[src/rtl/geom_pkg.sv]
/*
 * Picture geometry shared by the read-address generator and its testbench.
 * Holds the coordinate and address widths, the legal picture sizes
 * and the frame configuration word that is latched at start.
 */
package geom_pkg;

    // ========================================
    // widths and limits
    // ========================================
    localparam int COORD_W = 8;     // signed so -1 fits for the pad border
    localparam int ADDR_W  = 12;    // sram word address
    localparam int MIN_PIC = 4;     // smallest side that still holds a window
    localparam int MAX_PIC = 64;    // 64 x 64 words fill the address space

    // pixel coordinate, may go one step outside the picture
    typedef logic signed [COORD_W-1:0] coord_t;

    // ========================================
    // per-frame settings
    // ========================================
    typedef struct packed {
        logic [6:0]        pic_size;    // side of the square picture
        logic              stride_two;  // 0 means stride 1
        logic              padding;     // one pixel of zero border
        logic [ADDR_W-1:0] base_addr;   // word of pixel (0,0)
    } frame_cfg_t;

endpackage

[src/rtl/link_pkg.sv]
/*
 * Types that travel between the address generator stages and out on the
 * tap request link: window origin, tap offset and the request word.
 * Also holds the tap counts of the 3x3 window and the slot width.
 */
package link_pkg;

    // ========================================
    // window shape
    // ========================================
    localparam int WIN_TAPS = 9;    // taps of a full window
    localparam int ROW_TAPS = 3;    // taps per window row
    localparam int SLOT_W   = 4;    // register slot number 0..8

    // top-left corner of the current window
    typedef struct packed {
        geom_pkg::coord_t x;
        geom_pkg::coord_t y;
        logic             first_win;    // top window of a strip, fetch all rows
    } win_origin_t;

    // one tap inside the window
    typedef struct packed {
        logic [1:0] dx;
        logic [1:0] dy;
        logic       last_tap;           // column 2 of row 2
    } tap_off_t;

    // ========================================
    // outside link word
    // ========================================
    typedef struct packed {
        logic [geom_pkg::ADDR_W-1:0] addr;  // 0 for pad taps
        logic [SLOT_W-1:0]           slot;  // target in the 3x3 register array
        logic                        pad;   // tap lies outside the picture
    } tap_req_t;

endpackage

[src/rtl/addr_composer.sv]
/*
 * Turns window origin plus tap offset into an SRAM address, a register
 * slot and a pad flag, and sends them out on a four-phase req/ack link.
 * One request is in flight while the sequencer holds the next tap.
 */
module addr_composer (
    input  logic                  SYS_CLK,
    input  logic                  SYS_NRST,
    input  geom_pkg::frame_cfg_t  cfg_i,
    input  link_pkg::win_origin_t win_i,
    input  link_pkg::tap_off_t    tap_i,
    input  logic                  tap_vld_i,
    output logic                  tap_take_o,
    input  logic                  rd_ack_i,
    output logic                  rd_req_o,
    output link_pkg::tap_req_t    tap_req_o
);

    typedef enum logic [1:0] {
        ST_IDLE    = 2'd0,
        ST_REQ     = 2'd1,
        ST_ACK_LOW = 2'd2
    } link_state_e;

    link_state_e                 state_q;
    link_state_e                 state_d;
    logic                        take;

    geom_pkg::coord_t            px;
    geom_pkg::coord_t            py;
    geom_pkg::coord_t            side;
    logic [geom_pkg::ADDR_W-1:0] x_ext;
    logic [geom_pkg::ADDR_W-1:0] y_ext;
    logic [geom_pkg::ADDR_W-1:0] side_ext;
    logic [geom_pkg::ADDR_W-1:0] lin_addr;
    logic                        pad;
    int                          y_row;
    int                          slot_full;
    link_pkg::tap_req_t          req_d;
    link_pkg::tap_req_t          req_q;

    // ========================================
    // pixel position, pad check, address
    // ========================================
    always_comb begin
        px   = win_i.x + geom_pkg::coord_t'({{(geom_pkg::COORD_W-2){1'b0}}, tap_i.dx});
        py   = win_i.y + geom_pkg::coord_t'({{(geom_pkg::COORD_W-2){1'b0}}, tap_i.dy});
        side = geom_pkg::coord_t'({1'b0, cfg_i.pic_size});
        pad  = px[geom_pkg::COORD_W-1] | py[geom_pkg::COORD_W-1]
             | (px >= side) | (py >= side);

        x_ext    = {{(geom_pkg::ADDR_W-geom_pkg::COORD_W){1'b0}}, px};
        y_ext    = {{(geom_pkg::ADDR_W-geom_pkg::COORD_W){1'b0}}, py};
        side_ext = {{(geom_pkg::ADDR_W-geom_pkg::COORD_W){1'b0}}, side};
        lin_addr = cfg_i.base_addr + y_ext * side_ext + x_ext;

        // row of the rotating slot table is (y + P) mod 3
        y_row     = (int'(py) + int'(cfg_i.padding)) % link_pkg::ROW_TAPS;
        slot_full = y_row * link_pkg::ROW_TAPS + int'(tap_i.dx);

        req_d.addr = pad ? '0 : lin_addr;
        req_d.slot = slot_full[link_pkg::SLOT_W-1:0];
        req_d.pad  = pad;
    end

    // ========================================
    // four-phase handshake
    // ========================================
    // a new tap is taken once the link is quiet, ack included
    assign take = tap_vld_i
                & ((state_q == ST_IDLE) | ((state_q == ST_ACK_LOW) & ~rd_ack_i));

    always_comb begin
        state_d = state_q;
        case (state_q)
            ST_IDLE: begin
                if (take) state_d = ST_REQ;
            end
            ST_REQ: begin
                if (rd_ack_i) state_d = ST_ACK_LOW;    // req drops next cycle
            end
            ST_ACK_LOW: begin
                if (take) begin
                    state_d = ST_REQ;
                end else if (!rd_ack_i) begin
                    state_d = ST_IDLE;
                end
            end
            default: state_d = ST_IDLE;
        endcase
    end

    always_ff @(posedge SYS_CLK or negedge SYS_NRST) begin
        if (!SYS_NRST) begin
            state_q <= ST_IDLE;
        end else begin
            state_q <= state_d;
        end
    end

    // request word held while req is up
    always_ff @(posedge SYS_CLK) begin
        if (take) begin
            req_q <= req_d;
        end
    end

    assign tap_take_o = take;
    assign rd_req_o   = (state_q == ST_REQ);
    assign tap_req_o  = req_q;

endmodule

[config.mk]
export PLATFORM = sky130hd
export DESIGN_NAME = addr_composer
export DESIGN_NICKNAME = d
export VERILOG_FILES = /design/src/rtl/geom_pkg.sv /design/src/rtl/link_pkg.sv /design/src/rtl/addr_composer.sv
export SDC_FILE = /design/constraint.sdc
export NUM_CORES = 1
export LEC_CHECK = 0
export BUFFER_PORTS_ARGS = -buffer_cell sky130_fd_sc_hd__buf_2
export CAP_MARGIN = 5
export CORE_AREA = 2 2 100 102
export DETAILED_ROUTE_END_ITERATION = 7
export DIE_AREA = 0 0 102 104
export PLACE_DENSITY = 0.78
export SLEW_MARGIN = 20
export SYNTH_ARGS = -nofsm -noshare
export SYNTH_HDL_FRONTEND = slang
export SYNTH_SLANG_ARGS = --single-unit
[constraint.sdc]
create_clock -name SYS_CLK -period 3.3 [get_ports SYS_CLK]
set_clock_uncertainty 0.2 [all_clocks]
set_input_delay 0.495 -clock SYS_CLK [delete_from_list [all_inputs] [get_ports SYS_CLK]]
set_output_delay 0.495 -clock SYS_CLK [all_outputs]
set_load 0.02 [all_outputs]
# Yosys cells after proc, flatten, opt, wreduce, memory -nomap -nowiden
# Cells that the tools add are included.
# totals
inputBits,47
reg_bits,19
wordCells,34
output_inout_bits,19
# op_classes
n_mux,5
n_bitwise,7
reduce_logical,2
mul,2
div,1
n_lt_le_gt_ge,2
add_sub_neg,6
eq_ne,5
# ops
op,n
32-bit by 3-bit remainder unit with 32-bit output (second input constant),1
32-bit by 3-bit multiplier with 4-bit output (second input constant),1
8-bit by 3-bit adder with 8-bit output,2
8-bit >= comparator,2
12-bit adder,1
12-bit by 8-bit adder with 12-bit output,1
8-bit by 7-bit multiplier with 12-bit output,1
8-bit by 2-bit adder with 9-bit output,1
2-bit two-way mux,4
2-bit one-hot mux with 3 select lines,1
4-bit by 3-bit adder with 4-bit output,1
2-bit inequality test (second input constant),2
1-bit OR,4
3-bit inequality test (second input constant),1
3-bit AND reduction,1
1-bit AND,2
2-bit by 1-bit == test with 1-bit output (second input constant),1
2-bit == test (second input constant),1
2-bit logical NOT,1
1-bit inverter,1

# Depth between registers and ports, before layout
# Gate-level depths: netlist of run 1.
# logic_depth
depth_word,6
depth_mapped,41
ltp_nobuf,38

# Worst setup path after synthesis of run 1
# Ideal clock, no wire load.
# synth_path
path_kind,input-to-reg
start,input win_i[1] (netlist name)
end,"register req_q, in the netlist tap_req_o[4] (data pin)"
path_stages,41
n_path_buf,3
required_time_ps,2839
setup_ps,261
path_slack_ps,-5455
arrival_time_ps,8294
path_cell_list,ha_1 -> fa_1 -> ha_1 -> inv_1 -> ha_1 -> nand4_1 -> mux2i_1 -> or3_1 -> clkbuf_1 -> a22oi_1 -> o31ai_1 -> buf_2 -> inv_1 -> nand3_1 -> a21oi_1 -> o21bai_1 -> a32o_1 -> ha_1 -> (+5 left out) -> a211oi_1 -> nor2b_1 -> mux2i_1 -> ha_1 -> nor2_1 -> nand4_2 -> a22o_1 -> a311oi_1 -> a21oi_1 -> ha_1 -> ha_1 -> ha_1 -> inv_1 -> fa_1 -> xor2_1 -> xnor2_1 -> xnor2_1 -> xnor2_1
# synth_lines
element,line_no,rtl
from (decl),addr_composer.sv:10,"input link_pkg::win_origin_t win_i,"
to (signal assigned),addr_composer.sv:104,req_q <= req_d;
to (decl),addr_composer.sv:40,link_pkg::tap_req_t req_q;

==> results of run 1 <==
==> Yosys cell counts, drive strengths merged (9+ instances only) <==
cell,instances,area [sq um]
nand2b,11,68.8
edfxtp,17,510
a21oi,21,105
xnor2,33,289
fa,49,981
nand2,40,153
o21ai,15,78.8
nand3,11,60.1
nor2b,10,62.6
ha,57,713
xor2,11,104
nor3,9,45.0
and2,17,111
nor2,41,154
inv,75,282
==> worst min-delay path, delay by kind of cell <==
| kind | cells | cell delay (ns) |
|---|---|---|
| buf+inv | 2 | 0.19 |
| simple gates | 1 | 0.05 |
==> logic make-up (layout without fill, tap and decap cells) <==
kind of cell	after synthesis	count (layout)	share of synthesized area (%)
mux	10	10	2.22
simple gates	161	161	17.7
fa+ha+maj	106	106	36.7
buf+inv	92	350	7.96
compound gates	93	93	14.3
flops	19	19	12.1
xor+xnor	45	45	9.02
==> state kept, by name, summed over array words and instances (netlist names) <==
signal	flops
state_q	2
tap_req_o	17
==> cell usage in the layout, fill, tap and decap left out, drive strengths merged, types with 2 or more instances in the layout <==
cell / Yosys / routed
mux2i: 8 / 8
or3: 3 / 3
fa: 49 / 49
dfrtp: 2 / 2
and3: 5 / 5
buf: 8 / 267
a21oi: 21 / 21
o21ai: 15 / 15
a211oi: 5 / 5
mux2: 2 / 2
a22o: 2 / 2
a22oi: 3 / 3
and2: 17 / 17
o311ai: 2 / 2
xnor2: 33 / 33
clkbuf: 6 / 4
o21bai: 5 / 5
nand3: 11 / 11
o31ai: 3 / 3
inv: 75 / 76
ha: 57 / 57
a31o: 4 / 4
nor4: 3 / 3
nor2b: 10 / 10
a311oi: 5 / 5
nand4: 5 / 5
o2111ai: 2 / 2
xor2: 11 / 11
clkinv: 3 / 2
nand2b: 11 / 11
edfxtp: 17 / 17
nor3b: 2 / 2
nor3: 9 / 9
o211ai: 5 / 5
nand2: 40 / 40
a21o: 8 / 8
or4: 2 / 2
o211a: 2 / 2
nor2: 41 / 41
==> area by class of cell <==
cell class                 instances  area (sq um)  share of cell area (%)
inverter                          78           305                    4.10
tap                              133           166                    2.23
timing repair buffer             268          1960                    26.3
sequential                        19           561                    7.52
clock buffer                       4          45.0                   0.605
multi-input combinational        415          4420                    59.3
==> layer usage <==
metal | vias to the layer above | global-route usage [%] | share of wire, %
met5 | - | 0 | 0
met4 | 0 | 8.67 | 2.8
met3 | 35 | 1.61 | 3.8
met2 | 145 | 47.6 | 52
met1 | 2437 | 32.8 | 41
li1 | 2292 | - | -
==> per-stage QoR <==
step | TNS (ns) | instance area (sq um) | cells
after detailed placement | -38.72 | 6350 | 860
after global routing | -34.30 | 7450 | 917
after global placement | -36.83 | 6350 | 860
after floorplan | -31.60 | 4820 | 526
final | -32.31 | 7450 | 917
after CTS | -30.15 | 6910 | 892
==> how the worst min path moves through the flow <==
stage / to / cells after the start / slack [ns]
finish: state_q[1] / 3 / 0.29
global route: state_q[1] / 3 / 0.31
CTS: state_q[1] / 3 / 0.29
detailed placement: state_q[1] / 1 / 0.08
global placement: state_q[1] / 1 / 0.08
floorplan: state_q[0] / 0 / -0.0006
==> what timing repair did <==
action | 4_1_cts | 5_1_grt
hold buffers | 1 | 0
pin swaps | 59 | 80
endpoints found under the hold margin | 2 | 0
endpoints found under the setup margin | 14 | 17
buffers inserted | 28 | 28
resized for setup | 67 | 76
==> report_power, final <==
part / leakage, nW / internal (W) / switching (W) / total (W)
registers: 0.188 / 0.000454 / 0.0000284 / 0.000483
logic: 3.39 / 0.00341 / 0.00306 / 0.00647
clock network: 0.0228 / 0.0000864 / 0.0000910 / 0.000177
total: 3.60 / 0.00395 / 0.00318 / 0.00713
==> metrics.md, run 1 <==
| Metric | Value |
|---|---|
| Outcome | complete, but fails checks |
| Violated checks | setup timing |
| Register area share after synthesis | 12.1% |
| CTS tree | yes |
| Drt pass-1 iters | 5 |
| Ys Warns | 0 |
| Setup crit end kind | register |
| Max_cap viols | 0 |
| Crit Path Category | input port to register |
| Leak | 3.60 nW |
| Filler cell count | 608 |
| EDFF count, synth | 17 |
| Crit path launch | win_i[1] |
| CP Buf/Inv Count | 5 |
| Worst hold path type | input port to register |
| Hold_ws | 0.292 ns |
| Antenna violations before repair | 0 |
| CP required | 3.11 ns |
| DRC Markers | 0 |
| Mean post-synth cell area | 8.78 sq um |
| Core area | 9550 sq um |
| Initial DRC Count | 184 |
| Post-synthesis cell count | 526 |
| Worst path top cell family by delay | adder cells |
| Total GRT Usage | 26.3% |
| Gpl congestion | 0.857 |
| R2r setup slk | 1.74 ns |
| Mapped Nets | 679 |
| Worst rel slew slack | 71.0% |
| CP Capture Point | tap_req_o[4] |
| Die height | 104 um |
| Congestion Overflow GR | 0 |
| Layout area overhead | 61.3% |
| WP depth | 39 |
| Diode count | 0 |
| Pins Over Slew Limit | 0 |
| Top Ports | 66 |
| Power Density | 958 nW/um^2 |
| Starting Density | 48.4% |
| RSZ-0062 raised after global routing | true |
| Final Hold Fails | 0 |
| Hpwl dp | 10.9 mm |
| Cts bufs inserted | 3 |
| Chip width | 102 um |
| CTS Buffer Depth | 2 |
| Hold path start | rd_ack_i |
| Fmax | 129 MHz |
| Min Tclk post-route | 7.74 ns |
| Final ANT Viol Nets | 0 |
| Maximum level of the CTS H-tree | 1 |
| Async set or reset register ratio after synthesis | 10.5% |
| Reg2reg end | tap_req_o[8] |
| Setup violators final | 14 |
| Vias | 4909 |
| R2R cell count | 2 |
| Final core occ | 78.0% |
| First-pass GRT wire length | 22.6 mm |
| Crit-path max FO | 7 |
| Share of layout cells above drive strength 1 | 51.4% |
| CP Launch Type | input port |
| Dpl ws | -4.76 ns |
| Netlist cell types | 69 |
| Worst vdd ir | 773 uV |
| Overall Power | 0.00713 W |
| Clock latency on the worst-skew pair | 0.26 ns |
| Ys flop type | edfxtp_1 |
| DR vias/cell | 5.35 |
| Synthesized area | 4620 sq um |
| DRT Wirelength | 15.4 mm |
| Row cnt | 36 |
| Fin crit share | 235% |
| Critical path's largest stage delay | 0.51 ns |
| # nets final | 938 |
| FF+latch count, synth | 19 |
| CP most frequent cell | ha_4 |
| Clk root buf | clkbuf_8 |
| Pin count of the biggest net entering global routing | 19 |
| Worst r2r src | state_q[1] |
| Clk pin slew, worst setup/hold paths | 0.07 ns |
| # port buffers | 62 |
| Critical Path AT | 7.56 ns |
| CTS sink count | 19 |
| Vias in the first global route | 4915 |
| Setup ws final | -4.44 ns |
| Per-cell routed wire length | 16.8 um |
| Slowest CP cell | fa_2 |
| Slew @ Worst Pin | 0.432 ns |
| Die area | 10600 sq um |
(Power assumes the default switching activity.)
==> run 2, diff against run 1 <==
TNS_END_PERCENT = 50   (was unset)
==> metrics.md, run 2 (synthesis results as in run 1) <==
| Metric | Value |
|---|---|
| Outcome | complete, but fails checks (unchanged) |
| Violated checks | setup timing (unchanged) |
| Die height | 104 um (unchanged) |
| Die area | 10600 sq um (unchanged) |
| Dpl ws | -4.78 ns (was -4.76 ns) |
| Gpl congestion | 0.886 (was 0.857) |
| # port buffers | 62 (unchanged) |
| Drt pass-1 iters | 5 (unchanged) |
| CTS sink count | 19 (unchanged) |
| Vias in the first global route | 5166 (was 4915) |
| Top Ports | 66 (unchanged) |
| Power Density | 963 nW/um^2 (was 958 nW/um^2) |
| CP required | 3.10 ns (was 3.11 ns) |
| Hpwl dp | 11.1 mm (was 10.9 mm) |
| Share of layout cells above drive strength 1 | 48.1% (was 51.4%) |
| Crit-path max FO | 7 (unchanged) |
| Initial DRC Count | 330 (was 184) |
| CTS tree | yes (unchanged) |
| Final Hold Fails | 0 (unchanged) |
| Setup ws final | -4.60 ns (was -4.44 ns) |
| Placed insts | 860 (unchanged) |
| Fmax | 127 MHz (was 129 MHz) |
| First-pass GRT wire length | 23.7 mm (was 22.6 mm) |
| Number of flip-flops in the largest register | 17 (unchanged) |
| Cts bufs inserted | 3 (unchanged) |
| Most common cell after layout, fill and taps aside | buf_4 (unchanged) |
| RSZ-0062 raised after global routing | true (unchanged) |
| Layout Cell Area excl Fill | 7230 sq um (was 7450 sq um) |
| # nets final | 921 (was 938) |
| Setup crit end kind | register (unchanged) |
| Layout area overhead | 56.4% (was 61.3%) |
| DR vias/cell | 5.49 (was 5.35) |
| Total GRT Usage | 27.6% (was 26.3%) |
| Min Tclk post-route | 7.90 ns (was 7.74 ns) |
| Non-filler cells in the finished layout | 900 (was 917) |
| Worst hold path type | input port to register (unchanged) |
| Antenna violations before repair | 1 (was 0) |
| Fin crit share | 239% (was 235%) |
| CTS Buffer Depth | 2 (unchanged) |
| Critical path's largest stage delay | 0.49 ns (was 0.51 ns) |
| Most frequent cells in the layout | buf_4 (166), inv_1 (65), buf_2 (58) (was buf_4 (187), inv_1 (60), buf_2 (58)) |
| Chip width | 102 um (unchanged) |
| Clk pin slew, worst setup/hold paths | 0.07 ns (about the same) |
| Maximum level of the CTS H-tree | 1 (unchanged) |
| Slew @ Worst Pin | 0.561 ns (was 0.432 ns) |
| Worst rel slew slack | 62.4% (was 71.0%) |
| Worst vdd ir | 956 uV (was 773 uV) |
| Row cnt | 36 (unchanged) |
| Per-cell routed wire length | 17.6 um (was 16.8 um) |
| Max_cap viols | 0 (unchanged) |
| Switching Power | 0.00317 W (was 0.00318 W) |
| Clock Power Share | 2.4% (was 2.5%) |
| Crit Path Category | input port to register (unchanged) |
| Diode count | 0 (unchanged) |
| Pins Over Slew Limit | 0 (unchanged) |
| Reg power frac | 6.9% (was 6.8%) |
| Gate power share | 90.7% (about the same) |
| Clk root buf | clkbuf_8 (unchanged) |
| CP Launch Type | input port (unchanged) |
| Internal Power | 0.00379 W (was 0.00395 W) |
| Pin count of the biggest net entering global routing | 19 (unchanged) |
| Congestion Overflow GR | 0 (unchanged) |
| Sw frac | 45.6% (was 44.6%) |
| Starting Density | 48.4% (unchanged) |
| Vias | 4944 (was 4909) |
| Leak | 3.50 nW (was 3.60 nW) |
| Critical Path AT | 7.70 ns (was 7.56 ns) |
| Core area | 9550 sq um (unchanged) |
| Final ANT Viol Nets | 0 (unchanged) |
| Setup violators final | 17 (was 14) |
| Filler cell count | 608 (unchanged) |
| Slowest CP cell | fa_2 (unchanged) |
| Clock latency on the worst-skew pair | 0.25 ns (was 0.26 ns) |
| CP most frequent cell | ha_4 (unchanged) |
| DRC Markers | 0 (unchanged) |
| Area after DPL | 6340 sq um (was 6350 sq um) |
| DRT Wirelength | 15.8 mm (was 15.4 mm) |
| Hold_ws | 0.311 ns (was 0.292 ns) |
run 2: cell types whose count changed in the layout (fill, tap and decap cells not counted), moves of 3 or more:
cell     delta
buf_12      +3
inv_1       +5
inv_2       -6
ha_1        +4
buf_4      -21
o31ai_2     +3
ha_4        -6
run 2: area by class of cell:
type | instances | area, sq um | share of cell area, %
Inverter | 78 | 307 | 4.24
Tap cell | 133 | 166 | 2.30
Sequential cell | 19 | 561 | 7.76
Clock buffer | 4 | 45.0 | 0.623
Multi-Input combinational cell | 415 | 4280 | 59.2
Timing Repair Buffer | 251 | 1870 | 25.9
run 2: metal layers:
metal	global-route usage [%]	vias up	share of wire, %
li1	-	2264	-
met1	33.4	2384	39
met2	49.9	227	51
met3	3.09	67	5.7
met4	9.52	2	4.2
met5	0	-	0.10
run 2: repair_timing:
action	4_1_cts	5_1_grt
endpoints found under the hold margin	2	0
pin swaps	71	51
gates resized for setup	79	46
hold buffers	1	0
endpoints found under the setup margin	16	16
buffers inserted	32	13
cloned	0	0
run 2: final timing paths:
path,from,to,slack (ns),cells past startpoint
max in group asynchronous,SYS_NRST,state_q[0],2.45,2
worst max-delay path,tap_i[1],tap_req_o[4],-4.60,38
worst min register to register,state_q[0],state_q[1],0.41,2
worst min-delay path,rd_ack_i,state_q[1],0.31,3
min in group asynchronous,SYS_NRST,state_q[1],0.35,2
worst max register to register,state_q[1],tap_req_o[8],1.63,2
run 2: stage by stage:
step / TNS [ns] / power (W) / util, %
CTS: -31.66 / 0.00624 / 73.2
detailed placement: -38.19 / 0.00513 / 66.4
finish: -33.94 / 0.00696 / 75.7
global route: -36.42 / 0.00746 / 75.7
global placement: -36.01 / 0.00478 / 66.4
floorplan: -31.85 / 0.00348 / -
run 2: power groups by stage:
stage	logic, W	registers, W	clock network (W)
2_1_floorplan	0.00290	0.000577	0
3_3_place_gp	0.00430	0.000481	0
3_5_place_dp	0.00464	0.000485	0
4_1_cts	0.00559	0.000480	0.000163
5_1_grt	0.00680	0.000491	0.000172
6_report	0.00631	0.000483	0.000166
run 2: worst max-delay path: cells and delay by family:
family          cells  cell delay (ns)
compound gates      8             1.39
simple gates        9             1.67
xor+xnor            5             0.77
mux                 3             0.47
fa+ha+maj           9             2.56
buf+inv             4             0.33
