--- config.mk ---
export PLATFORM = sky130hd
export DESIGN_NAME = scan_walker
export DESIGN_NICKNAME = d
export VERILOG_FILES = /design/src/rtl/geom_pkg.sv /design/src/rtl/link_pkg.sv /design/src/rtl/scan_walker.sv
export SDC_FILE = /design/constraint.sdc
export NUM_CORES = 1
export LEC_CHECK = 0
export ABC_AREA = 1
export ABC_CLOCK_PERIOD_IN_PS = 6320
export BUFFER_PORTS_ARGS = -buffer_cell sky130_fd_sc_hd__buf_2
export CAP_MARGIN = 20
export CORE_MARGIN = 3
export CORE_UTILIZATION = 60
export CTS_CLUSTER_SIZE = 8
export DETAILED_ROUTE_END_ITERATION = 7
export PLACE_DENSITY_LB_ADDON = 0.1
export SKIP_CTS_REPAIR_TIMING = 1
export SYNTH_ARGS = -nofsm -noshare
export SYNTH_HDL_FRONTEND = slang
export SYNTH_SLANG_ARGS = --single-unit
--- constraint.sdc ---
create_clock -name SYS_CLK -period 6.32 [get_ports SYS_CLK]
set_input_delay 0.632 -clock SYS_CLK [delete_from_list [all_inputs] [get_ports SYS_CLK]]
set_output_delay 0.632 -clock SYS_CLK [all_outputs]
set_load 0.01 [all_outputs]
--- src/rtl/geom_pkg.sv ---
/*
 * Picture geometry shared by the read-address generator and its testbench.
 * Holds the coordinate and address widths, the legal picture sizes
 * and the frame configuration word that is latched at start.
 */
package geom_pkg;

    // ========================================
    // widths and limits
    // ========================================
    localparam int COORD_W = 8;     // signed so -1 fits for the pad border
    localparam int ADDR_W  = 12;    // sram word address
    localparam int MIN_PIC = 4;     // smallest side that still holds a window
    localparam int MAX_PIC = 64;    // 64 x 64 words fill the address space

    // pixel coordinate, may go one step outside the picture
    typedef logic signed [COORD_W-1:0] coord_t;

    // ========================================
    // per-frame settings
    // ========================================
    typedef struct packed {
        logic [6:0]        pic_size;    // side of the square picture
        logic              stride_two;  // 0 means stride 1
        logic              padding;     // one pixel of zero border
        logic [ADDR_W-1:0] base_addr;   // word of pixel (0,0)
    } frame_cfg_t;

endpackage

--- src/rtl/link_pkg.sv ---
/*
 * Types that travel between the address generator stages and out on the
 * tap request link: window origin, tap offset and the request word.
 * Also holds the tap counts of the 3x3 window and the slot width.
 */
package link_pkg;

    // ========================================
    // window shape
    // ========================================
    localparam int WIN_TAPS = 9;    // taps of a full window
    localparam int ROW_TAPS = 3;    // taps per window row
    localparam int SLOT_W   = 4;    // register slot number 0..8

    // top-left corner of the current window
    typedef struct packed {
        geom_pkg::coord_t x;
        geom_pkg::coord_t y;
        logic             first_win;    // top window of a strip, fetch all rows
    } win_origin_t;

    // one tap inside the window
    typedef struct packed {
        logic [1:0] dx;
        logic [1:0] dy;
        logic       last_tap;           // column 2 of row 2
    } tap_off_t;

    // ========================================
    // outside link word
    // ========================================
    typedef struct packed {
        logic [geom_pkg::ADDR_W-1:0] addr;  // 0 for pad taps
        logic [SLOT_W-1:0]           slot;  // target in the 3x3 register array
        logic                        pad;   // tap lies outside the picture
    } tap_req_t;

endpackage

--- src/rtl/scan_walker.sv ---
/*
 * Walks the window origin over the picture. Strips go left to right,
 * windows inside a strip go downward. The origin is held until the tap
 * sequencer reports the window finished, then the next one is shown.
 */
module scan_walker (
    input  logic                  SYS_CLK,
    input  logic                  SYS_NRST,
    input  geom_pkg::frame_cfg_t  cfg_i,
    input  logic                  start_i,
    input  logic                  win_done_i,
    output link_pkg::win_origin_t win_o,
    output logic                  win_vld_o,
    output logic                  frame_end_o
);

    geom_pkg::coord_t x0_q;         // strip origin
    geom_pkg::coord_t y0_q;         // window origin inside the strip
    logic             first_q;
    logic             vld_q;
    logic             end_q;

    geom_pkg::coord_t pad_amt;      // P
    geom_pkg::coord_t step;         // S
    geom_pkg::coord_t edge_lim;     // pic_size + P
    geom_pkg::coord_t next_x;
    geom_pkg::coord_t next_y;
    logic             y_fits;
    logic             x_fits;

    // ========================================
    // next origin and bound checks
    // ========================================
    always_comb begin
        pad_amt  = cfg_i.padding ? geom_pkg::coord_t'(1) : geom_pkg::coord_t'(0);
        step     = cfg_i.stride_two ? geom_pkg::coord_t'(2) : geom_pkg::coord_t'(1);
        edge_lim = geom_pkg::coord_t'({1'b0, cfg_i.pic_size}) + pad_amt;
        next_x   = x0_q + step;
        next_y   = y0_q + step;
        // bound origin + 2 <= pic_size - 1 + P taken as origin + 3 <= pic_size + P
        y_fits   = (next_y + geom_pkg::coord_t'(link_pkg::ROW_TAPS)) <= edge_lim;
        x_fits   = (next_x + geom_pkg::coord_t'(link_pkg::ROW_TAPS)) <= edge_lim;
    end

    // ========================================
    // origin registers
    // ========================================
    always_ff @(posedge SYS_CLK or negedge SYS_NRST) begin
        if (!SYS_NRST) begin
            x0_q    <= '0;
            y0_q    <= '0;
            first_q <= 1'b0;
            vld_q   <= 1'b0;
            end_q   <= 1'b0;
        end else begin
            end_q <= 1'b0;
            if (start_i) begin
                x0_q    <= -pad_amt;        // top-left, inside the border
                y0_q    <= -pad_amt;
                first_q <= 1'b1;
                vld_q   <= 1'b1;
            end else if (vld_q && win_done_i) begin
                if (y_fits) begin
                    y0_q    <= next_y;      // step down the strip
                    first_q <= 1'b0;
                end else if (x_fits) begin
                    x0_q    <= next_x;      // new strip to the right
                    y0_q    <= -pad_amt;
                    first_q <= 1'b1;
                end else begin
                    vld_q <= 1'b0;          // last window of the frame
                    end_q <= 1'b1;
                end
            end
        end
    end

    assign win_o       = '{x: x0_q, y: y0_q, first_win: first_q};
    assign win_vld_o   = vld_q;
    assign frame_end_o = end_q;

endmodule

## Yosys cells after proc, flatten, opt, wreduce, memory -nomap -nowiden

Cells that the tools add are included.

| storage, ports and cells | value |
|---|---|
| bits in registers | 19 |
| bits in latches | 0 |
| bits in writable memories | 0 |
| memory bits (read-only) | 0 |
| bits of input ports | 25 |
| logic and storage cells | 44 |
| memories kept | 0 |

| operators by class | value |
|---|---|
| add/subtract/negate cells | 6 |
| $mul | 0 |
| div/mod/pow operators | 0 |
| magnitude comparators | 2 |
| equality and inequality tests | 2 |
| shift-type cells | 0 |
| multiplexer cells | 22 |
| bitwise operators | 0 |
| reduce and logical (&&, ||, !) cells | 7 |

Operator list:

| kind | number |
|---|---|
| $mux W8 | 8 |
| $add A8 B3 Y8 | 2 |
| $add A8 B3 Y8 const B | 2 |
| $le A8 B8 Y1 | 2 |
| $mux W1 | 13 |
| $add A7 B1 Y8 | 1 |
| $neg A1 Y8 | 1 |
| $reduce_and A3 Y1 | 2 |
| $ne A2 B2 Y1 const B | 2 |
| $reduce_bool A2 Y1 | 2 |
| $reduce_bool A3 Y1 | 1 |
| $mux W2 | 1 |
| $reduce_and A2 Y1 | 1 |
| $logic_and A1 B1 Y1 | 1 |

## Logic depth before layout (Yosys ltp)

Gate-level depths: netlist of the first run.

| logic depth | value |
|---|---|
| word-level depth | 8 |
| mapped depth | 26 |
| mapped depth without buffers | 25 |

## Least setup slack after synthesis of the first run

OpenSTA, ideal clock, no wires.

| timing | value |
|---|---|
| kind | input port to flip-flop |
| start | input port cfg_i[13] in the netlist's numbering |
| end | register y0_q[0] |
| library setup time | 0.117 ns |
| arrival | 3.388 ns |
| required time | 6.203 ns |
| setup slack | 2.815 ns |
| stages | 24 |
| buffers on the path | 1 |
| path through | inv_1 ha_1 fa_1 nand2_1 inv_1 nor2_2 o21ai_0 nor2_1 nand2_1 nor2_1 nand3_1 nand2_1 inv_1 ha_1 a21o_1 nor2_1 nand2_1 nand2_1 nand3_2 buf_6 nor2_2 nor2_4 nand2_1 nand2_1 |

| on the way | value |
|---|---|
| longest elaborated chain between the ends | 7 |

Ends and longest elaborated chain:

| what | RTL line | RTL |
|---|---|---|
| start, declared | scan_walker.sv:9 | `input geom_pkg::frame_cfg_t cfg_i,` |
| $mux W2 (*) | scan_walker.sv:36 | `step = cfg_i.stride_two ? geom_pkg::coord_t'(2) : geom_pkg::coord_t'(1);` |
| $add A8 B3 Y8 | scan_walker.sv:39 | `next_y = y0_q + step;` |
| $add A8 B3 Y8 | scan_walker.sv:41 | `y_fits = (next_y + geom_pkg::coord_t'(link_pkg::ROW_TAPS)) <= edge_lim;` |
| $le A8 B8 Y1 | scan_walker.sv:41 |  |
| $mux W8 | scan_walker.sv:63 | `if (y_fits) begin` |
| $mux W8 | scan_walker.sv:62 | `end else if (vld_q && win_done_i) begin` |
| $mux W8 | scan_walker.sv:57 | `if (start_i) begin` |
| end signal, assigned | scan_walker.sv:59 | `y0_q <= -pad_amt;` |
| end signal, assigned | scan_walker.sv:64 | `y0_q <= next_y;` |
| end signal, assigned | scan_walker.sv:68 | `y0_q <= -pad_amt;` |
| end, declared | scan_walker.sv:18 | `geom_pkg::coord_t y0_q;` |

Mark *: on every way between the ends. The rest lies on a longest branch, timed or not. The select of a mux whose other input is x is not followed.
A chain may end at the register's enable or synchronous reset.

## Final worst setup path of the first run

| timing | value |
|---|---|
| start | input port cfg_i[13] in the netlist's numbering |
| end | register y0_q[1] |

The elaborated chain is that of the path after synthesis.

==> results of run 1 <==
## report_power, final
group | total (uW) | internal, uW | switching, uW
registers | 252 | 181 | 71.5
logic | 885 | 338 | 547
clock network | 60.0 | 24.6 | 35.4
## worst max-delay path: stages
cell and delay [ns]:
buf_2 0.16, inv_1 0.08, ha_1 0.23, fa_1 0.39
nand2_1 0.07, inv_1 0.06, nor2_2 0.17, o21ai_0 0.16
nor2_1 0.13, nand2_1 0.08, nor2_1 0.13, nand3_1 0.08
nand2_1 0.08, inv_1 0.04, ha_1 0.33, a21o_1 0.17
nor2_1 0.13, nand2_1 0.07, nand2_1 0.07, nand3_2 0.22
nand2_4 0.21, nand2_1 0.17, nand2_1 0.11, nand2_1 0.06
nand2_1 0.06
## flip-flops by register name (all words and copies together), names as in the netlist
register     flops
frame_end_o      1
x0_q             8
win_vld_o        1
first_q          1
y0_q             8
## cell families after synthesis
kind of cell	count (synthesis)
xor+xnor	22
fa+ha+maj	26
compound gates	19
flops	19
simple gates	165
buf+inv	50
## Yosys cell counts (all sizes together)
cell type,number,area [um2]
a21o,3,22.5
a21oi,5,25.0
a41oi,1,8.76
buf,3,23.8
clkbuf,2,7.51
clkinv,1,3.75
dfrtp,19,475
fa,2,40.0
ha,24,300
inv,44,165
nand2,103,409
nand3,29,150
nand3b,4,30.0
nand4,5,31.3
nor2,20,87.6
nor3,2,10.0
nor3b,1,12.5
o21ai,10,50.1
or2,1,6.26
xnor2,4,42.6
xor2,18,158
## per-layer routing
metal  vias up  share of wire [%]  global-route usage [%]
met1       796                 51                    33.6
met2        33                 43                    34.3
met3         5                3.9                    1.04
met4         0                1.6                    7.92
met5         -                  0                       0
li1       1017                  -                       -
## through the flow
| stage | util (%) | std cells | power [uW] | setup slack [ns] |
|---|---|---|---|---|
| after floorplan | - | 301 | 952 | 2.82 |
| after global placement | 71.0 | 371 | 1120 | 2.19 |
| after detailed placement | 71.0 | 371 | 1140 | 2.15 |
| after CTS | 71.8 | 375 | 1210 | 2.46 |
| after global routing | 71.8 | 375 | 1380 | 1.93 |
| final | 71.8 | 375 | 1200 | 2.48 |
## final timing paths
check | depth (start not counted) | slack, ns | endpoint
worst max-delay path | 25 | 2.48 | y0_q[1]
worst min-delay path | 1 | 0.24 | x0_q[6]
worst max register to register | 23 | 2.64 | y0_q[1]
worst min register to register | 2 | 0.49 | first_q
max in group asynchronous | 1 | 5.79 | y0_q[5]
min in group SYS_CLK | 2 | 0.49 | first_q
## cell type report
class,instances,area share [%]
Clock buffer,4,1.16
Inverter,45,7.46
Multi-Input combinational cell,232,61.1
Sequential cell,19,21.0
Tap cell,44,2.43
Timing Repair Buffer,31,6.85
==> impl_metrics.toml, run 1 <==
[timing]
fin_hold_ws_ns = 0.240
max-slew-margin-rel_pct = 73.5
worstMarginPinSlew_ns = 0.397
fin_crit_ns = 3.84
tns_ns = 0
finalMaxSlewViolations = 0
setup_violations = 0
period_share_pct = 60.8
clock-skew-final_ns = 0.00610
fmax_mhz = 260
finalHoldViolCount = 0
rsz0062_at_grt = "false"

[layout]
nets = 383
fill_cells = 289
layout-drive-gt1-share_pct = 14.2
synthToLayoutAreaGrowth_pct = 9.96
n_antenna_cell = 0
regArea_um2 = 475
most-common-layout-cells = "nand2_1 (98), inv_1 (42), buf_2 (31), nand3_1 (28), ha_1 (24)"
design_area_um2 = 2260
final_common_cell = "nand2_1"
multi_input_area_um2 = 1380

[logic_synthesis]
syn_area_per_cell_um2 = 6.84
synth_seq_cells = 19
synth_top_family_by_area = "simple AND/OR/NAND/NOR gates"
synth-compound-area-share_pct = 5.16
synth_xor_area_share_pct = 9.72
synth_area_um2 = 2060
ys.warnings.count = 0
yosys.area_share.adder_pct = 16.5
synth_cells = 301
synth.distinct_cells = 30
muxShareOfSynthArea_pct = 0
seq_area_frac_synth_pct = 23.1
synth_nets = 352
synth-simple-area-share_pct = 35.8

[pwr]
pwr_density_cell_nw_per_um2 = 529
leakagePower_uw = 0.00133
irDropWorstVdd_uv = 280

[clock_network]
clk_path_buf_depth = 2
clock-root-buffer = "clkbuf_4"
clk_pin_slew_ns = 0.10
clk_latency_ns = 0.30
cts.sinks = 19
htreeDepth = 1
cts_buffers = 3
cts_tree = "done"

[place]
io_buffers = 31
place_area_um2 = 2240
hpwl_um = 3460
place_congestion = 0.931

[routing]
drc = 0
routedWlPerCell_um = 10.9
drt-total-wl_um = 4100
vias_per_cell = 4.94
vias = 1851
first_iter_violations = 68
postRouteAntennaNets = 0
drt_pre_antenna_iters = 4

[global_route]
first_global_vias = 1724
grt_overflow = 0
grt_usage_pct = 22.4
grt_pass1_wl_um = 7510
antenna_found_initial = 0
grt_max_degree = 20

[die]
die_x_um = 64.6
start_util_pct = 65.3
core_area_um2 = 3150
die_h_um = 64.6
die_area_um2 = 4170
fp-row-count = 20
ios = 44

[flow_run]
max_cap_viol_count = 0

[critical_path]
cp-start-kind = "primary input"
path_class = "in -> reg"
timing.rr.start = "y0_q[0]"
crit_fanout = 11
cp.required_ns = 6.56
cp-startpoint = "cfg_i[13]"
crit_path_end_kind = "flop"
crit_arrival_ns = 4.08

[min_path]
holdCritPathClass = "in -> async"

[status]
status = "complete, no violations"
(Power assumes the default switching activity.)
==> inputs of run 2 (changes only) <==
--- a/config.mk
+++ b/config.mk
@@ -6,11 +6,11 @@
 export NUM_CORES = 1
 export LEC_CHECK = 0
 export ABC_AREA = 1
-export ABC_CLOCK_PERIOD_IN_PS = 6320
+export ABC_CLOCK_PERIOD_IN_PS = 3600
 export BUFFER_PORTS_ARGS = -buffer_cell sky130_fd_sc_hd__buf_2
 export CAP_MARGIN = 20
 export CORE_MARGIN = 3
-export CORE_UTILIZATION = 60
+export CORE_UTILIZATION = 55
 export CTS_CLUSTER_SIZE = 8
 export DETAILED_ROUTE_END_ITERATION = 7
 export PLACE_DENSITY_LB_ADDON = 0.1
==> constraint.sdc (replaced) <==
create_clock -name SYS_CLK -period 3.6 [get_ports SYS_CLK]
set_input_delay 0.36 -clock SYS_CLK [delete_from_list [all_inputs] [get_ports SYS_CLK]]
set_output_delay 0.36 -clock SYS_CLK [all_outputs]
set_load 0.01 [all_outputs]
==> impl_metrics.toml, run 2 (same netlist as run 1, synthesis figures left out) <==
[critical_path]
r2r_slack_ns = 0.26
crit_chain = "ha_1 > fa_1 > buf_4 > nand4_1 > nand2_1 > nor3b_2 > nand3_1 > xor2_1 > ha_1 > a21o_1 > nor2_1 > nand2_1 > nand2_1 > nand3_2 > nand2_1 > inv_2 > buf_4 > nand3_1 > nand2_1"
timing.rr.start = "x0_q[0]"
max_stage_delay_ns = 0.43
crit_arrival_ns = 3.48
slowest_stage = "fa_1"
crit_path_end_kind = "flop"
path_class = "reg -> reg"
crit_fanout = 6
cp-startpoint = "x0_q[0]"
cp.depth = 19
cp-start-kind = "flop"
cp.required_ns = 3.75
worst_r2r_endpoint = "x0_q[0]"
critical_path_buf_inv_count = 3
crit_family = "simple AND/OR/NAND/NOR gates"
rr_worst_depth = 19
crit_path_frequent_cell = "nand2_1"

[die]
core_area_um2 = 3470
start_util_pct = 59.4
ios = 44
fp-row-count = 21
die_h_um = 67.2
die_x_um = 67.2
die_area_um2 = 4510

[layout]
nets = 394
synthToLayoutAreaGrowth_pct = 18.7
most-common-layout-cells = "nand2_1 (97), inv_1 (42), buf_2 (31), nand3_1 (26), ha_1 (23)"
n_antenna_cell = 0
post-route-util_pct = 70.5
top_regs = "x0_q (8), y0_q (8)"
fill_cells = 312
layout-drive-gt1-share_pct = 20.2
final_common_cell = "nand2_1"
fin_cells = 388

[routing]
first_iter_violations = 75
drc = 0
postRouteAntennaNets = 0
vias_per_cell = 4.96
vias = 1924
drt-total-wl_um = 4540
drt_pre_antenna_iters = 4
routedWlPerCell_um = 11.7

[timing]
finalHoldViolCount = 0
fin_ws_ns = 0.262
setup_violations = 0
max-slew-margin-rel_pct = 72.3
fin_crit_ns = 3.34
worstMarginPinSlew_ns = 0.415
period_share_pct = 92.7
tns_ns = 0
clock-skew-final_ns = 0.00237
finalMaxSlewViolations = 0
fmax_mhz = 300

[pwr]
leakagePower_uw = 0.00141
pwr_density_cell_nw_per_um2 = 969
irDropWorstVdd_uv = 554

[clock_network]
htreeDepth = 1
clk_path_buf_depth = 2
cts_buffers = 3
clock-root-buffer = "clkbuf_8"
cts.sinks = 19
clk_pin_slew_ns = 0.06
cts_tree = "done"
clk_latency_ns = 0.25

[global_route]
antenna_found_initial = 0
grt_usage_pct = 22.0
first_global_vias = 1779
grt_overflow = 0
grt_pass1_wl_um = 7710
grt_max_degree = 20

[status]
status = "complete, no violations"

[place]
place_congestion = 0.940
hpwl_um = 3650
pre_cts_slack_ns = -0.0112
dp_cells = 382
io_buffers = 31

[flow_run]
max_cap_viol_count = 0

[min_path]
holdCritPathClass = "in -> async"
## run 2: changes by cell type in the layout (fill, tap and decap cells not counted), moves of 2 or more
cell,change
buf_4,+10
clkbuf_4,-3
clkbuf_8,+3
nand2_4,+2
nand3_1,-2
nor2_1,-4
nor2_2,+4
## run 2: final cells by class
cell class	count	area [um2]	area share [%]
clock buffers	4	45.0	1.84
inverters	45	169	6.91
multi-input cells	232	1460	59.5
flip-flops and latches	19	475	19.5
well taps	46	57.6	2.36
repair buffers	42	241	9.88
## run 2: worst max-delay path by stage
stage | endpoint | slack [ns]
after global routing | x0_q[6] | -0.01
final | x0_q[0] | 0.26
after detailed placement | x0_q[6] | -0.01
after CTS | x0_q[6] | 0.10
after floorplan | y0_q[0] | 0.35
after global placement | x0_q[4] | 0.0005
## run 2: power by group
part / internal [uW] / total (uW) / switching (uW)
clock: 78.6 / 144 / 65.1
sequential: 318 / 444 / 126
combinational: 730 / 1780 / 1050
## run 2: per-stage QoR
step	total power, uW	cell area, um2	hold slack, ns
2_1_floorplan	1670	2060	0.0644
3_3_place_gp	2050	2310	0.317
3_5_place_dp	2090	2310	0.314
4_1_cts	2250	2350	0.0382
5_1_grt	2680	2440	0.0491
6_report	2370	2440	0.0313
## run 2: routing by layer
layer	track usage [%]	share of wire (%)
met4	8.10	2.0
met5	0	0
met1	32.3	49
met2	34.4	44
met3	0.998	4.3
==> inputs of run 3 (changes only) <==
--- a/config.mk
+++ b/config.mk
@@ -14,7 +14,9 @@
 export CTS_CLUSTER_SIZE = 8
 export DETAILED_ROUTE_END_ITERATION = 7
 export PLACE_DENSITY_LB_ADDON = 0.1
+export RECOVER_POWER = 100
 export SKIP_CTS_REPAIR_TIMING = 1
+export SKIP_LAST_GASP = 1
 export SYNTH_ARGS = -nofsm -noshare
 export SYNTH_HDL_FRONTEND = slang
 export SYNTH_SLANG_ARGS = --single-unit
==> impl_metrics.toml, run 3 (same netlist as run 1, synthesis figures left out) <==
[status]
status = "complete, no violations"

[layout]
post-route-util_pct = 69.7
regArea_um2 = 475
n_antenna_cell = 0
most-common-layout-cells = "nand2_1 (97), inv_1 (43), nand3_1 (26), ha_1 (23), clkbuf_1 (21)"
layout-drive-gt1-share_pct = 13.7
design_area_um2 = 2420
fill_cells = 326
multi_input_area_um2 = 1450
synthToLayoutAreaGrowth_pct = 17.3
nets = 394
final_common_cell = "nand2_1"
top_regs = "x0_q (8), y0_q (8)"

[die]
core_area_um2 = 3470
die_x_um = 67.2
start_util_pct = 59.4
die_h_um = 67.2
fp-row-count = 21
ios = 44
die_area_um2 = 4510

[timing]
finalHoldViolCount = 0
period_share_pct = 93.2
clock-skew-final_ns = 0.00288
setup_violations = 0
finalMaxSlewViolations = 0
fmax_mhz = 298
fin_crit_ns = 3.36
max-slew-margin-rel_pct = 35.3
worstMarginPinSlew_ns = 0.971
fin_hold_ws_ns = 0.239
fin_ws_ns = 0.244

[routing]
drt_pre_antenna_iters = 6
drc = 0
postRouteAntennaNets = 0
vias_per_cell = 4.99
first_iter_violations = 56
drt-total-wl_um = 4550
vias = 1936
routedWlPerCell_um = 11.7

[global_route]
grt_max_degree = 20
grt_usage_pct = 22.0
grt_overflow = 0
antenna_found_initial = 0
first_global_vias = 1779
grt_pass1_wl_um = 7710

[pwr]
switching_share_pct = 53.0
irDropWorstVdd_uv = 546
pwr-share-comb_pct = 74.8
p_int_uw = 1100
leakagePower_uw = 0.00134
pwr_density_cell_nw_per_um2 = 967
pwr-share-clk_pct = 6.1
p_sw_uw = 1240
power_frac_seq_pct = 19.1
p_total_uw = 2340

[critical_path]
rr_worst_depth = 19
path_class = "reg -> reg"
crit_fanout = 6
crit_path_end_kind = "flop"
crit_arrival_ns = 3.50
cp-start-kind = "flop"
cp.required_ns = 3.75

[clock_network]
cts_tree = "done"
clk_pin_slew_ns = 0.07
cts.sinks = 19
cts_buffers = 3
clock-root-buffer = "clkbuf_8"
clk_path_buf_depth = 2
htreeDepth = 1
clk_latency_ns = 0.25

[place]
place_congestion = 0.940
io_buffers = 31
place_area_um2 = 2310
hpwl_um = 3650
pre_cts_slack_ns = -0.0112

[min_path]
holdCritPathClass = "in -> async"

[flow_run]
max_cap_viol_count = 0
-- run 3: final timing paths --
path                       slack, ns        from           to
hold reg to reg                 0.48     first_q      first_q
hold / removal                  0.24    SYS_NRST  frame_end_o
max in group asynchronous       2.77    SYS_NRST      x0_q[0]
min in group SYS_CLK            0.36  win_done_i  frame_end_o
setup / recovery                0.24     x0_q[0]      x0_q[0]
setup reg to reg                0.24     x0_q[0]      x0_q[0]
-- run 3: routing by layer --
metal | wire [um] | vias up | GRT usage [%]
met4 | 74 | 0 | 8.10
met1 | 2280 | 850 | 32.3
met5 | 0 | - | 0
li1 | - | 1035 | -
met2 | 2050 | 44 | 34.4
met3 | 145 | 7 | 0.998
-- run 3: worst max-delay path: stages (launching register included) --
cell and delay (ns):
dfrtp_1 0.41, ha_1 0.22, fa_1 0.43, clkbuf_4 0.16, nand4_1 0.09, nand2_1 0.10, nor3b_2 0.21, nand3_1 0.11
xor2_1 0.16, ha_1 0.35, a21o_1 0.19, nor2_1 0.13, nand2_1 0.07, nand2_1 0.06, nand3_2 0.11, nand2_1 0.10
inv_2 0.07, buf_4 0.15, nand3_1 0.06, nand2_1 0.05
-- run 3: cell type report --
class,count,area share [%]
multi-input cells,232,60.1
flip-flops and latches,19,19.7
repair buffers,42,8.96
inverters,45,6.99
well taps,46,2.38
clock buffers,4,1.86
-- run 3: power by group through the flow --
stage               combinational, uW  clock (uW)  sequential [uW]
finish                           1750         143              447
global route                     2030         153              467
CTS                              1660         148              442
detailed placement               1650           0              445
global placement                 1610           0              442
floorplan                        1220           0              452
-- run 3: per-stage QoR --
step	setup TNS, ns	std cells
2_1_floorplan	0	301
3_3_place_gp	0	382
3_5_place_dp	-0.0112	382
4_1_cts	0	386
5_1_grt	-0.0681	388
6_report	0	388
